==> src/rename_defines.svh <==
// ~~~~~~~~~~~~~~~~~~~~~~~~~~~~~~
// Size macros of the rename stage
// ~~~~~~~~~~~~~~~~~~~~~~~~~~~~~~

`ifndef RENAME_DEFINES_SVH
`define RENAME_DEFINES_SVH

// Architectural registers, fixed by the RV32 ISA
`define RN_NUM_ISA_REGS 32

// Physical register file of the core
`define RN_NUM_PHYS_REGS 64

// Map copies in the checkpoint ring
// One copy is always the working map, so 3 branches can be in flight
`define RN_NUM_CHECKPOINTS 4

// Free list depth
`define RN_FREE_DEPTH 32 // Phys minus arch registers

`endif
==> src/rename_types_pkg.sv <==
// ~~~~~~~~~~~~~~~~~~~~~~~~~~~~~~
// Index and pointer vector types
// ~~~~~~~~~~~~~~~~~~~~~~~~~~~~~~

`default_nettype none

`include "rename_defines.svh"

package rename_types_pkg;

    // Architectural register index, x0..x31
    typedef logic [$clog2(`RN_NUM_ISA_REGS)-1:0] reg_t;

    // Physical register index
    typedef logic [$clog2(`RN_NUM_PHYS_REGS)-1:0] phreg_t;

    // Label of a map copy in the checkpoint ring
    typedef logic [$clog2(`RN_NUM_CHECKPOINTS)-1:0] checkpoint_ptr_t;

    // Live checkpoint count, one bit wider than the label
    typedef logic [$clog2(`RN_NUM_CHECKPOINTS):0] checkpoint_cnt_t;

    // Free list pointer, MSB is the wrap bit
    typedef logic [$clog2(`RN_FREE_DEPTH):0] free_ptr_t;

endpackage

`default_nettype wire

==> src/rename_if_pkg.sv <==
// ~~~~~~~~~~~~~~~~~~~~~~~~~~~~~~
// Structs exchanged with the
// neighbors of the rename stage
// ~~~~~~~~~~~~~~~~~~~~~~~~~~~~~~

`default_nettype none

package rename_if_pkg;
    import rename_types_pkg::*;

    // Instruction entering rename, from decode
    typedef struct packed {
        reg_t src1;          // First source
        reg_t src2;          // Second source
        reg_t dst;           // Destination
        logic write_dst;     // Instruction writes dst
        logic do_checkpoint; // Branch, snapshot the map
    } rename_req_t;

    // Renamed instruction, to dispatch
    typedef struct packed {
        phreg_t          src1;       // Physical source 1
        phreg_t          src2;       // Physical source 2
        phreg_t          new_dst;    // Freshly allocated register, 0 if none
        phreg_t          old_dst;    // Previous mapping of dst, freed at commit
        checkpoint_ptr_t checkpoint; // Label to recover this branch
    } rename_rsp_t;

    // Retiring instruction, from the ROB
    typedef struct packed {
        logic   valid;
        logic   write_dst;
        reg_t   dst;
        phreg_t new_dst; // Enters the commit table
        phreg_t old_dst; // Goes back to the free list
    } commit_t;

    // Recovery control from branch unit and ROB
    typedef struct packed {
        logic            branch_recover;    // Mispredict, roll back to recover_cp
        logic            exception_recover; // Restore committed state
        checkpoint_ptr_t recover_cp;
        logic            delete_cp;         // Oldest branch resolved correctly
    } recover_t;

endpackage

`default_nettype wire

==> src/rename_unit.sv <==
// ~~~~~~~~~~~~~~~~~~~~~~~~~~~~~~
// Rename stage top, handshake
// ~~~~~~~~~~~~~~~~~~~~~~~~~~~~~~

`timescale 1ns/1ps
`default_nettype none

module rename_unit
    import rename_types_pkg::*, rename_if_pkg::*;
(
    input  wire         clk_i,
    input  wire         rstn_i,
    input  logic        req_valid_i,
    input  rename_req_t req_i,
    output logic        req_ready_o,
    output logic        rsp_valid_o,
    output rename_rsp_t rsp_o,
    input  commit_t     commit_i,
    input  recover_t    recover_i
);

    rename_req_t     tbl_req;   // Request as seen by the table
    phreg_t          free_reg;
    phreg_t          new_dst_q;
    phreg_t          src1;
    phreg_t          src2;
    phreg_t          old_dst;
    checkpoint_ptr_t cp_label;
    logic            fl_empty;
    logic            cp_full;
    logic            recovering;
    logic            needs_reg;
    logic            accept;
    logic            alloc;

    assign recovering = recover_i.branch_recover | recover_i.exception_recover;
    assign needs_reg  = req_i.write_dst & (req_i.dst != '0);

    // Back-pressure on empty free list, full ring or recovery
    assign req_ready_o = ~recovering & ~(needs_reg & fl_empty) & ~(req_i.do_checkpoint & cp_full);
    assign accept      = req_valid_i & req_ready_o;
    assign alloc       = accept & needs_reg;
    assign tbl_req     = accept ? req_i : '0; // Idle cycles look up x0

    rename_table u_rename_table (
        .clk_i,
        .rstn_i,
        .req_i        (tbl_req),
        .alloc_i      (alloc),
        .new_dst_i    (free_reg),
        .commit_i,
        .recover_i,
        .src1_o       (src1),
        .src2_o       (src2),
        .old_dst_o    (old_dst),
        .checkpoint_o (cp_label),
        .cp_full_o    (cp_full)
    );

    free_list u_free_list (
        .clk_i,
        .rstn_i,
        .alloc_i      (alloc),
        .checkpoint_i (tbl_req.do_checkpoint),
        .recover_i,
        .commit_i,
        .free_reg_o   (free_reg),
        .empty_o      (fl_empty)
    );

    // Lines up with the registered table lookups
    always_ff @(posedge clk_i or negedge rstn_i) begin
        if (!rstn_i) begin
            rsp_valid_o <= 1'b0;
            new_dst_q   <= '0;
        end else begin
            rsp_valid_o <= accept;
            new_dst_q   <= alloc ? free_reg : '0;
        end
    end

    assign rsp_o = '{src1: src1, src2: src2, new_dst: new_dst_q, old_dst: old_dst,
                     checkpoint: cp_label};

endmodule

`default_nettype wire

==> src/free_list.sv <==
// ~~~~~~~~~~~~~~~~~~~~~~~~~~~~~~
// Circular free list with saved
// heads and a commit pointer
// ~~~~~~~~~~~~~~~~~~~~~~~~~~~~~~

`timescale 1ns/1ps
`default_nettype none

`include "rename_defines.svh"

module free_list
    import rename_types_pkg::*, rename_if_pkg::*;
(
    input  wire      clk_i,
    input  wire      rstn_i,
    input  logic     alloc_i,      // Pop the head entry
    input  logic     checkpoint_i, // Save the head for a new branch
    input  recover_t recover_i,
    input  commit_t  commit_i,
    output phreg_t   free_reg_o,   // Next register to hand out
    output logic     empty_o
);

    localparam int IDX_W = $clog2(`RN_FREE_DEPTH);

    phreg_t          fifo_q [`RN_FREE_DEPTH];
    free_ptr_t       saved_head_q [`RN_NUM_CHECKPOINTS]; // Head at each checkpoint
    free_ptr_t       head_q;     // Allocation side
    free_ptr_t       tail_q;     // Release side
    free_ptr_t       commit_q;   // Head as seen by committed state
    free_ptr_t       commit_nxt;
    checkpoint_ptr_t cp_head_q;  // Tracks the map table's working copy
    logic            release_en;

    // x0 never allocated, so nothing to free either
    assign release_en = commit_i.valid & commit_i.write_dst & (commit_i.dst != '0);

    // Each committed writer consumed one entry
    assign commit_nxt = commit_q + free_ptr_t'(release_en);

    always_ff @(posedge clk_i or negedge rstn_i) begin
        if (!rstn_i) begin
            for (int i = 0; i < `RN_FREE_DEPTH; i++) begin
                fifo_q[i] <= phreg_t'(`RN_NUM_ISA_REGS + i); // 32..63 in order
            end
            head_q    <= '0;
            tail_q    <= free_ptr_t'(`RN_FREE_DEPTH); // Full, wrap bit set
            commit_q  <= '0;
            cp_head_q <= '0;
        end else begin
            // Old mapping returns at the tail
            if (release_en) begin
                fifo_q[tail_q[IDX_W-1:0]] <= commit_i.old_dst;
                tail_q <= tail_q + 1'b1;
            end
            commit_q <= commit_nxt;

            if (recover_i.exception_recover) begin
                head_q    <= commit_nxt; // Speculative allocations come back
                cp_head_q <= '0;
            end else if (recover_i.branch_recover) begin
                head_q    <= saved_head_q[recover_i.recover_cp];
                cp_head_q <= recover_i.recover_cp;
            end else begin
                if (alloc_i) begin
                    head_q <= head_q + 1'b1;
                end
                if (checkpoint_i) begin
                    cp_head_q <= cp_head_q + 1'b1;
                end
            end
        end
    end

    // Head before this instruction's allocation, same slot as the map copy
    always_ff @(posedge clk_i) begin
        if (checkpoint_i) begin
            saved_head_q[cp_head_q] <= head_q;
        end
    end

    assign free_reg_o = fifo_q[head_q[IDX_W-1:0]];
    assign empty_o    = (head_q == tail_q); // Same index and same wrap

endmodule

`default_nettype wire

==> src/rename_table.sv <==
// ~~~~~~~~~~~~~~~~~~~~~~~~~~~~~~
// Speculative map table with a
// checkpoint ring, commit table
// ~~~~~~~~~~~~~~~~~~~~~~~~~~~~~~

`timescale 1ns/1ps
`default_nettype none

`include "rename_defines.svh"

module rename_table
    import rename_types_pkg::*, rename_if_pkg::*;
(
    input  wire             clk_i,
    input  wire             rstn_i,
    input  rename_req_t     req_i,        // Accepted request, zero when idle
    input  logic            alloc_i,      // Write new_dst_i into the map
    input  phreg_t          new_dst_i,    // Head of the free list
    input  commit_t         commit_i,
    input  recover_t        recover_i,
    output phreg_t          src1_o,
    output phreg_t          src2_o,
    output phreg_t          old_dst_o,
    output checkpoint_ptr_t checkpoint_o, // Label of the copy saved for a branch
    output logic            cp_full_o     // No free copy left
);

    // Map ring, copy head_q is the working map
    phreg_t map_q [`RN_NUM_ISA_REGS][`RN_NUM_CHECKPOINTS];
    phreg_t commit_tbl_q [`RN_NUM_ISA_REGS];

    checkpoint_ptr_t head_q;    // Working copy
    checkpoint_ptr_t tail_q;    // Oldest live checkpoint
    checkpoint_cnt_t cp_cnt_q;  // Live checkpoints
    checkpoint_ptr_t head_inc;
    checkpoint_ptr_t tail_nxt;
    checkpoint_ptr_t wr_cp;     // Copy that takes the new mapping
    logic            cp_en;
    logic            commit_en;

    assign cp_en     = req_i.do_checkpoint; // Top only passes it when ready
    assign commit_en = commit_i.valid & commit_i.write_dst & (commit_i.dst != '0);
    assign head_inc  = head_q + 1'b1;
    assign tail_nxt  = tail_q + checkpoint_ptr_t'(recover_i.delete_cp);

    // Snapshot holds the map before this instruction, so its write lands in the new copy
    assign wr_cp = cp_en ? head_inc : head_q;

    always_ff @(posedge clk_i or negedge rstn_i) begin
        if (!rstn_i) begin
            for (int j = 0; j < `RN_NUM_ISA_REGS; j++) begin
                for (int c = 0; c < `RN_NUM_CHECKPOINTS; c++) begin
                    map_q[j][c] <= phreg_t'(j); // Identity map
                end
                commit_tbl_q[j] <= phreg_t'(j);
            end
            head_q       <= '0;
            tail_q       <= '0;
            cp_cnt_q     <= '0;
            src1_o       <= '0;
            src2_o       <= '0;
            old_dst_o    <= '0;
            checkpoint_o <= '0;
        end else begin
            // Registered lookups from the working copy, before any write
            src1_o       <= (req_i.src1 == '0) ? '0 : map_q[req_i.src1][head_q];
            src2_o       <= (req_i.src2 == '0) ? '0 : map_q[req_i.src2][head_q];
            old_dst_o    <= (req_i.dst == '0) ? '0 : map_q[req_i.dst][head_q];
            checkpoint_o <= head_q;

            if (commit_en) begin
                commit_tbl_q[commit_i.dst] <= commit_i.new_dst;
            end

            if (recover_i.exception_recover) begin
                // Committed map into copy 0, same-cycle commit included
                for (int j = 0; j < `RN_NUM_ISA_REGS; j++) begin
                    if (commit_en && (commit_i.dst == reg_t'(j))) begin
                        map_q[j][0] <= commit_i.new_dst;
                    end else begin
                        map_q[j][0] <= commit_tbl_q[j];
                    end
                end
                head_q   <= '0;
                tail_q   <= '0;
                cp_cnt_q <= '0;
            end else if (recover_i.branch_recover) begin
                // Saved copy becomes the working map, younger ones are dropped
                head_q   <= recover_i.recover_cp;
                tail_q   <= tail_nxt;
                cp_cnt_q <= checkpoint_cnt_t'(checkpoint_ptr_t'(recover_i.recover_cp - tail_nxt));
            end else begin
                tail_q   <= tail_nxt;
                cp_cnt_q <= cp_cnt_q + checkpoint_cnt_t'(cp_en)
                            - checkpoint_cnt_t'(recover_i.delete_cp);
                if (cp_en) begin
                    for (int j = 0; j < `RN_NUM_ISA_REGS; j++) begin
                        map_q[j][head_inc] <= map_q[j][head_q];
                    end
                    head_q <= head_inc;
                end
                // After the copy loop so the new mapping wins
                if (alloc_i) begin
                    map_q[req_i.dst][wr_cp] <= new_dst_i;
                end
            end
        end
    end

    // One copy stays in use as the working map
    assign cp_full_o = (cp_cnt_q == checkpoint_cnt_t'(`RN_NUM_CHECKPOINTS - 1));

endmodule

`default_nettype wire

==> config.mk <==
export PLATFORM = sky130hd
export DESIGN_NAME = rename_unit
export DESIGN_NICKNAME = d
export VERILOG_FILES = /design/src/rename_types_pkg.sv /design/src/rename_if_pkg.sv /design/src/rename_unit.sv /design/src/free_list.sv /design/src/rename_table.sv
export VERILOG_INCLUDE_DIRS = /design/src
export SDC_FILE = /design/constraint.sdc
export NUM_CORES = 2
export LEC_CHECK = 0
export BUFFER_PORTS_ARGS = -buffer_cell sky130_fd_sc_hd__buf_2
export CORE_MARGIN = 1
export CORE_UTILIZATION = 55
export CTS_CLUSTER_SIZE = 16
export DETAILED_ROUTE_END_ITERATION = 12
export PLACE_DENSITY = 0.74
export SLEW_MARGIN = 0
export SYNTH_ARGS = -nofsm -noshare
export SYNTH_HDL_FRONTEND = slang
export SYNTH_SLANG_ARGS = --single-unit
==> constraint.sdc <==
create_clock -name clk_i -period 3.27 [get_ports clk_i]
set_clock_uncertainty 0.2 [all_clocks]
set_input_delay 0.327 -clock clk_i [delete_from_list [all_inputs] [get_ports clk_i]]
set_output_delay 0.327 -clock clk_i [all_outputs]
set_load 0.02 [all_outputs]
==> results of run 1 <==
-- cells in the mapped netlist (all sizes together), types with 9 or more instances --
library cell	n	area, um2
a2111oi	24	230
a211o	15	131
a211oi	116	911
a21boi	10	109
a21o	9	67.6
a21oi	363	1840
a221o	45	450
a221oi	118	1050
a222oi	16	160
a22o	19	166
a22oi	102	766
a311oi	9	78.8
a31oi	50	313
a32oi	9	78.8
and2	13	81.3
and3	118	738
buf	284	1350
clkbuf	486	1820
dfrtp	693	17300
dfstp	513	13500
edfxtp	24	721
ha	18	225
inv	35	131
mux2	561	6320
mux2i	1494	15000
mux4	350	7880
nand2	416	1560
nand2b	11	68.8
nand3	127	636
nand4	26	163
nor2	641	2530
nor2b	26	163
nor3	78	395
nor4	24	150
o2111ai	13	126
o211ai	72	546
o21ai	448	2250
o221ai	60	526
o22ai	319	2000
o311ai	10	87.6
o31ai	12	90.1
or3	13	86.3
xnor2	18	158
-- layer usage --
metal	GRT overflow	track usage (%)
met3	6	68.3
met2	41	93.0
met4	46	77.0
met1	5	83.5
met5	2	35.9
-- cell families after synthesis --
| family | after synthesis | synth area share, % |
|---|---|---|
| AO/OA/AOI/OAI | 1901 | 14.9 |
| flip-flops | 1230 | 37.6 |
| XOR/XNOR | 24 | 0.251 |
| AND/OR/NAND/NOR | 1524 | 8.15 |
| multiplexers | 2405 | 34.8 |
| buffers and inverters | 806 | 3.95 |
| adder cells (fa/ha/maj) | 19 | 0.292 |
-- through the flow --
stage / TNS [ps] / area [um2] / hold slack [ps] / utilization, %
2_1_floorplan: -3.17 / 83900 / -169 / -
3_3_place_gp: -375030 / 98700 / 76.6 / 65.5
3_5_place_dp: -387370 / 98700 / 81.1 / 65.5
4_1_cts: -83720 / 106000 / 28.1 / 70.4
-- timing repair --
action,4_1_cts
setup endpoints to repair,788
gates cloned,15
gates resized for setup,361
hold endpoints to repair,598
hold buffers,14
buffers inserted,78
pin swaps,62
==> summary.txt, run 1 <==
Yosys
  • Avg Inst Size Synth: 10.6 um2
  • Async S/R FF share, synth: 98.0%
  • Synth Register Bits: 1,230
  • Ys flop type: dfrtp_1
  • Synth Instances: 7,909
  • Cell area after synthesis: 83,900 um2
  • Yosys Warn Count: 0
  • Synth cell types: 99
  • EDFF count, synth: 24
  • Register area share after synthesis: 37.6%
  • Syn nets: 7,972

Global route
  • GRT Util Overall: 80.7%
  • Largest net degree at the start of global routing: 145
  • GRT overflow: 100

Place
  • Placed cell count: 10.8k
  • DP HPWL: 397,000 um
  • GPL Wtd Cong: 1.37
  • Dpl ws: -1210 ps
  • Port bufs: 71

Die
  • Initial Util: 55.7%
  • Die height: 392 um
  • Cell row count: 142
  • IO Pins: 72
  • Chip Width: 392 um

Clock network
  • Num CTS Buffers: 133
  • CTS sink count: 1,230
  • CTS Root Cell: clkbuf_16
  • CTS Buffer Depth: 3
  • Number of H-tree levels: 4

Timing
  • Worst endpoint type: sequential cell input
  • GR repair worst EP: u_rename_table.map_q[116]$_DFFE_PN0P_/D

Outcome
  • Last stage: global routing (5_1_grt)
  • Stop err: [ERROR GRT-0232] Routing congestion too high. Check the congestion heatmap in the GUI.
  • Status: stopped before the end
==> inputs of run 2 (changes only) <==
CORE_UTILIZATION = 40   (was 55)
CTS_CLUSTER_SIZE = not set   (was 16)
PLACE_DENSITY = not set   (was 0.74)
PLACE_DENSITY_LB_ADDON = 0.15   (was not set)
clock period = 4.25 ns   (was 3.27 ns; I/O delays follow)
==> run 2 against run 1 <==
Against the previous run: the flow now finishes, with violations (negative setup slack); synthesized cell count unchanged; synthesized area did not move.
==> summary.txt, run 2 <==
Timing
  • Unrepaired setup endpoints after global routing: false
  • Hold Worst Slack: 12.0 ps
  • Fin crit period: 4360 ps
  • Setup slack after layout: -107 ps
  • Final Cycle Share: 103%
  • Final Hold Viols: 0
  • Setup Viol. Count Final: 8
  • Achievable frequency: 230 MHz
  • Relative slew slack: 4.64%
  • Final Max Tran Viols: 0
  • Slew @ Worst Pin: 1420 ps

Power and ir drop
  • Peak VDD IR: 0.618 mV
  • Leakage: 0.0451 uW
  • PwrDens: 437 nW/um2

Detailed routing
  • DRC viols: 0
  • Drt wl/cell: 48.0 um
  • Total number of vias: 82.8k
  • Routed wire length: 551,000 um
  • Vias per std cell: 7.21
  • 1st-iter DRT viols: 12.7k
  • Pre-Repair DR Iteration Count: 8
  • Final ANT Viol Nets: 0

Place
  • Placed inst area: 96,100 um2 (-2.7%)
  • GPL Wtd Cong: 1.16 (-15%)
  • Placed cell count: 11.2k (+3.5%)
  • DP HPWL: 425,000 um (+6.8%)
  • Port bufs: 71 (unchanged)

Setup path
  • RR Endpoint: u_rename_table.old_dst_o[0]
  • Reg2reg start: u_free_list.tail_q[5]
  • Crit path max fanout: 11
  • Reg2Reg Setup Slack: -110 ps
  • CP endpoint kind: flip-flop
  • Worst Setup Start Kind: flip-flop
  • Crit Path Category: flip-flop to flip-flop
  • Required @ worst endpoint: 4840 ps
  • Worst endpoint data arrival time: 4950 ps
  • Worst Reg-to-Reg Cells: 12

Global route
  • GRT Util Overall: 51.3%
  • GRT overflow: 0
  • Vias in the first global route: 78.9k
  • First-pass GRT wire length: 731,000 um
  • Largest net degree at the start of global routing: 137
  • Initial antenna violation count: 78

Die
  • IO Pins: 72 (unchanged)
  • Die height: 460 um (+17%)
  • Die area: 211,000 um2
  • Initial Util: 40.4% (-15 points)
  • Chip Width: 460 um (+17%)
  • Cell row count: 167 (+18%)
  • Core Area: 208,000 um2

Clock network
  • Reg clk slew, reported paths: 60 ps
  • Number of H-tree levels: 4 (unchanged)
  • CTS Buffer Depth: 3 (unchanged)
  • CTS sink count: 1,230 (unchanged)
  • CTS Root Cell: clkbuf_16
  • CTS tree: done
  • Latest clock arrival within the worst-skew pair: 890 ps
  • Num CTS Buffers: 141 (+6.0%)

Layout
  • Final core utilization: 48.8%
  • Post-route cell area: 101,000 um2
  • Largest register by flop count: u_rename_table.map_q
  • Commonest non-fill, non-tap cell in the layout: mux2i_1
  • Fin cells: 11.5k
  • Final net count: 8,602
  • Layout area overhead: 20.9%
  • Most frequent cells in the layout: mux2i_1 (1,488), buf_4 (989), dfrtp_1 (689)
  • Regs by FF count: u_rename_table.map_q (768), u_free_list.fifo_q (192), u_rename_table.commit_tbl_q (192)
  • Layout cells sized above 1: 35.2%
  • Max FFs per register: 768

Yosys
  • Synth Instances: 7,909 (unchanged)
  • Yosys top cell by area: dfrtp_1
  • Ys flop type: dfrtp_1
  • Async S/R FF share, synth: 98.0% (unchanged)
  • Cell area after synthesis: 83,900 um2 (unchanged)
  • Register area share after synthesis: 37.6% (unchanged)
  • Synth cell types: 99 (unchanged)
  • Yosys Warn Count: 0 (unchanged)
  • Most frequent cell after synthesis: mux2i_1
  • Area contributors post-synth: dfrtp_1 (21%), mux2i_1 (18%), dfstp_2 (16%), mux4_2 (9.4%), mux2_2 (7.5%)
  • Area share of the largest cell type after synthesis: 20.7% (unchanged)
  • Avg Inst Size Synth: 10.6 um2 (unchanged)
  • Most frequent cells after synthesis: mux2i_1 (1,491), dfrtp_1 (693), nor2_1 (592), mux2_2 (561), dfstp_2 (513)
  • EDFF count, synth: 24 (unchanged)
  • Syn nets: 7,972 (unchanged)
  • Synth Register Bits: 1,230 (unchanged)

Worst hold path
  • Min-delay src: recover_i[2]
  • Hold endpoint: u_free_list.cp_head_q[1]
  • HP Class: input pin to flip-flop
  • Hold path depth: 3

Outcome
  • Status: finished with violations
  • Failing checks: negative setup slack

Job
  • MaxCap Viol Count: 0
[run 2: metrics by stage]
| step | setup WS, ps | setup TNS (ps) | power [uW] |
|---|---|---|---|
| 2_1_floorplan | 812 | 0 | 22900 |
| 3_3_place_gp | -1170 | -8520 | 30300 |
| 3_5_place_dp | -632 | -5270 | 30700 |
| 4_1_cts | 5.09 | 0 | 43600 |
| 5_1_grt | 5.49 | 0 | 45000 |
| 6_report | -107 | -521 | 44300 |
[run 2: cell families (layout without fill, tap and decap cells)]
kind of cell,after synthesis,in the layout,synth area share [%]
multiplexers,2405,2405,34.8
AO/OA/AOI/OAI,1901,1901,14.9
AND/OR/NAND/NOR,1524,1524,8.15
flip-flops,1230,1230,37.6
buffers and inverters,806,1557,3.95
XOR/XNOR,24,24,0.251
adder cells (fa/ha/maj),19,19,0.292
other,0,38,0
[run 2: what timing repair did]
action | in CTS | in global routing
gates cloned | 0 | 0
gates resized for setup | 10 | 7
pin swaps | 0 | 1
setup endpoints to repair | 11 | 5
hold buffers | 17 | 1
hold endpoints to repair | 221 | 5
setup buffers | 0 | 2
[run 2: where the power goes]
part	internal, uW	switching, uW
Combinational	5210	9280
Sequential	14100	2760
Clock	7240	5730
Total	26500	17800
[run 2: worst max-delay path by stage]
stage / slack (ps) / endpoint / from
5_1_grt: 5 / u_rename_table.src2_o[3] / u_free_list.head_q[0]
2_1_floorplan: 810 / u_rename_table.map_q[116] / u_free_list.head_q[1]
3_5_place_dp: -630 / u_rename_table.map_q[309] / req_i[4]
6_report: -110 / u_rename_table.old_dst_o[0] / u_free_list.tail_q[5]
4_1_cts: 5 / u_rename_table.src2_o[0] / recover_i[3]
3_3_place_gp: -1170 / u_rename_table.src2_o[0] / req_i[4]
[run 2: area by class of cell]
class                           instances  area (um2)
Clock inverter                         57         845
Inverter                               36         138
Tap cell                             2788        3490
Timing Repair Buffer                 1257       11700
Antenna cell                           38        95.1
Fill cell                           18900      106000
Clock buffer                          207        4080
Multi-Input combinational cell       5873       49500
Sequential cell                      1230       31600
[run 2: per-layer routing]
layer / vias to the layer above / global-route usage, % / wire (um)
met5: - / 0 / 283
met4: 40 / 39.7 / 53100
met3: 1812 / 15.5 / 60500
met2: 6408 / 73.9 / 229000
met1: 43000 / 64.0 / 208000
li1: 31600 / - / -
[run 2: worst max-delay path, stage by stage (launching register included)]
cell and delay, ps:
dfstp_2 560, xnor2_1 150, buf_4 230, o2111ai_4 170, o21ai_4 220, buf_4 260
buf_4 290, o21ai_0 170, buf_4 200, a211oi_1 1060, o2111ai_1 330, o311ai_1 190
and3_1 200
Power figures use the tool's default switching activity.
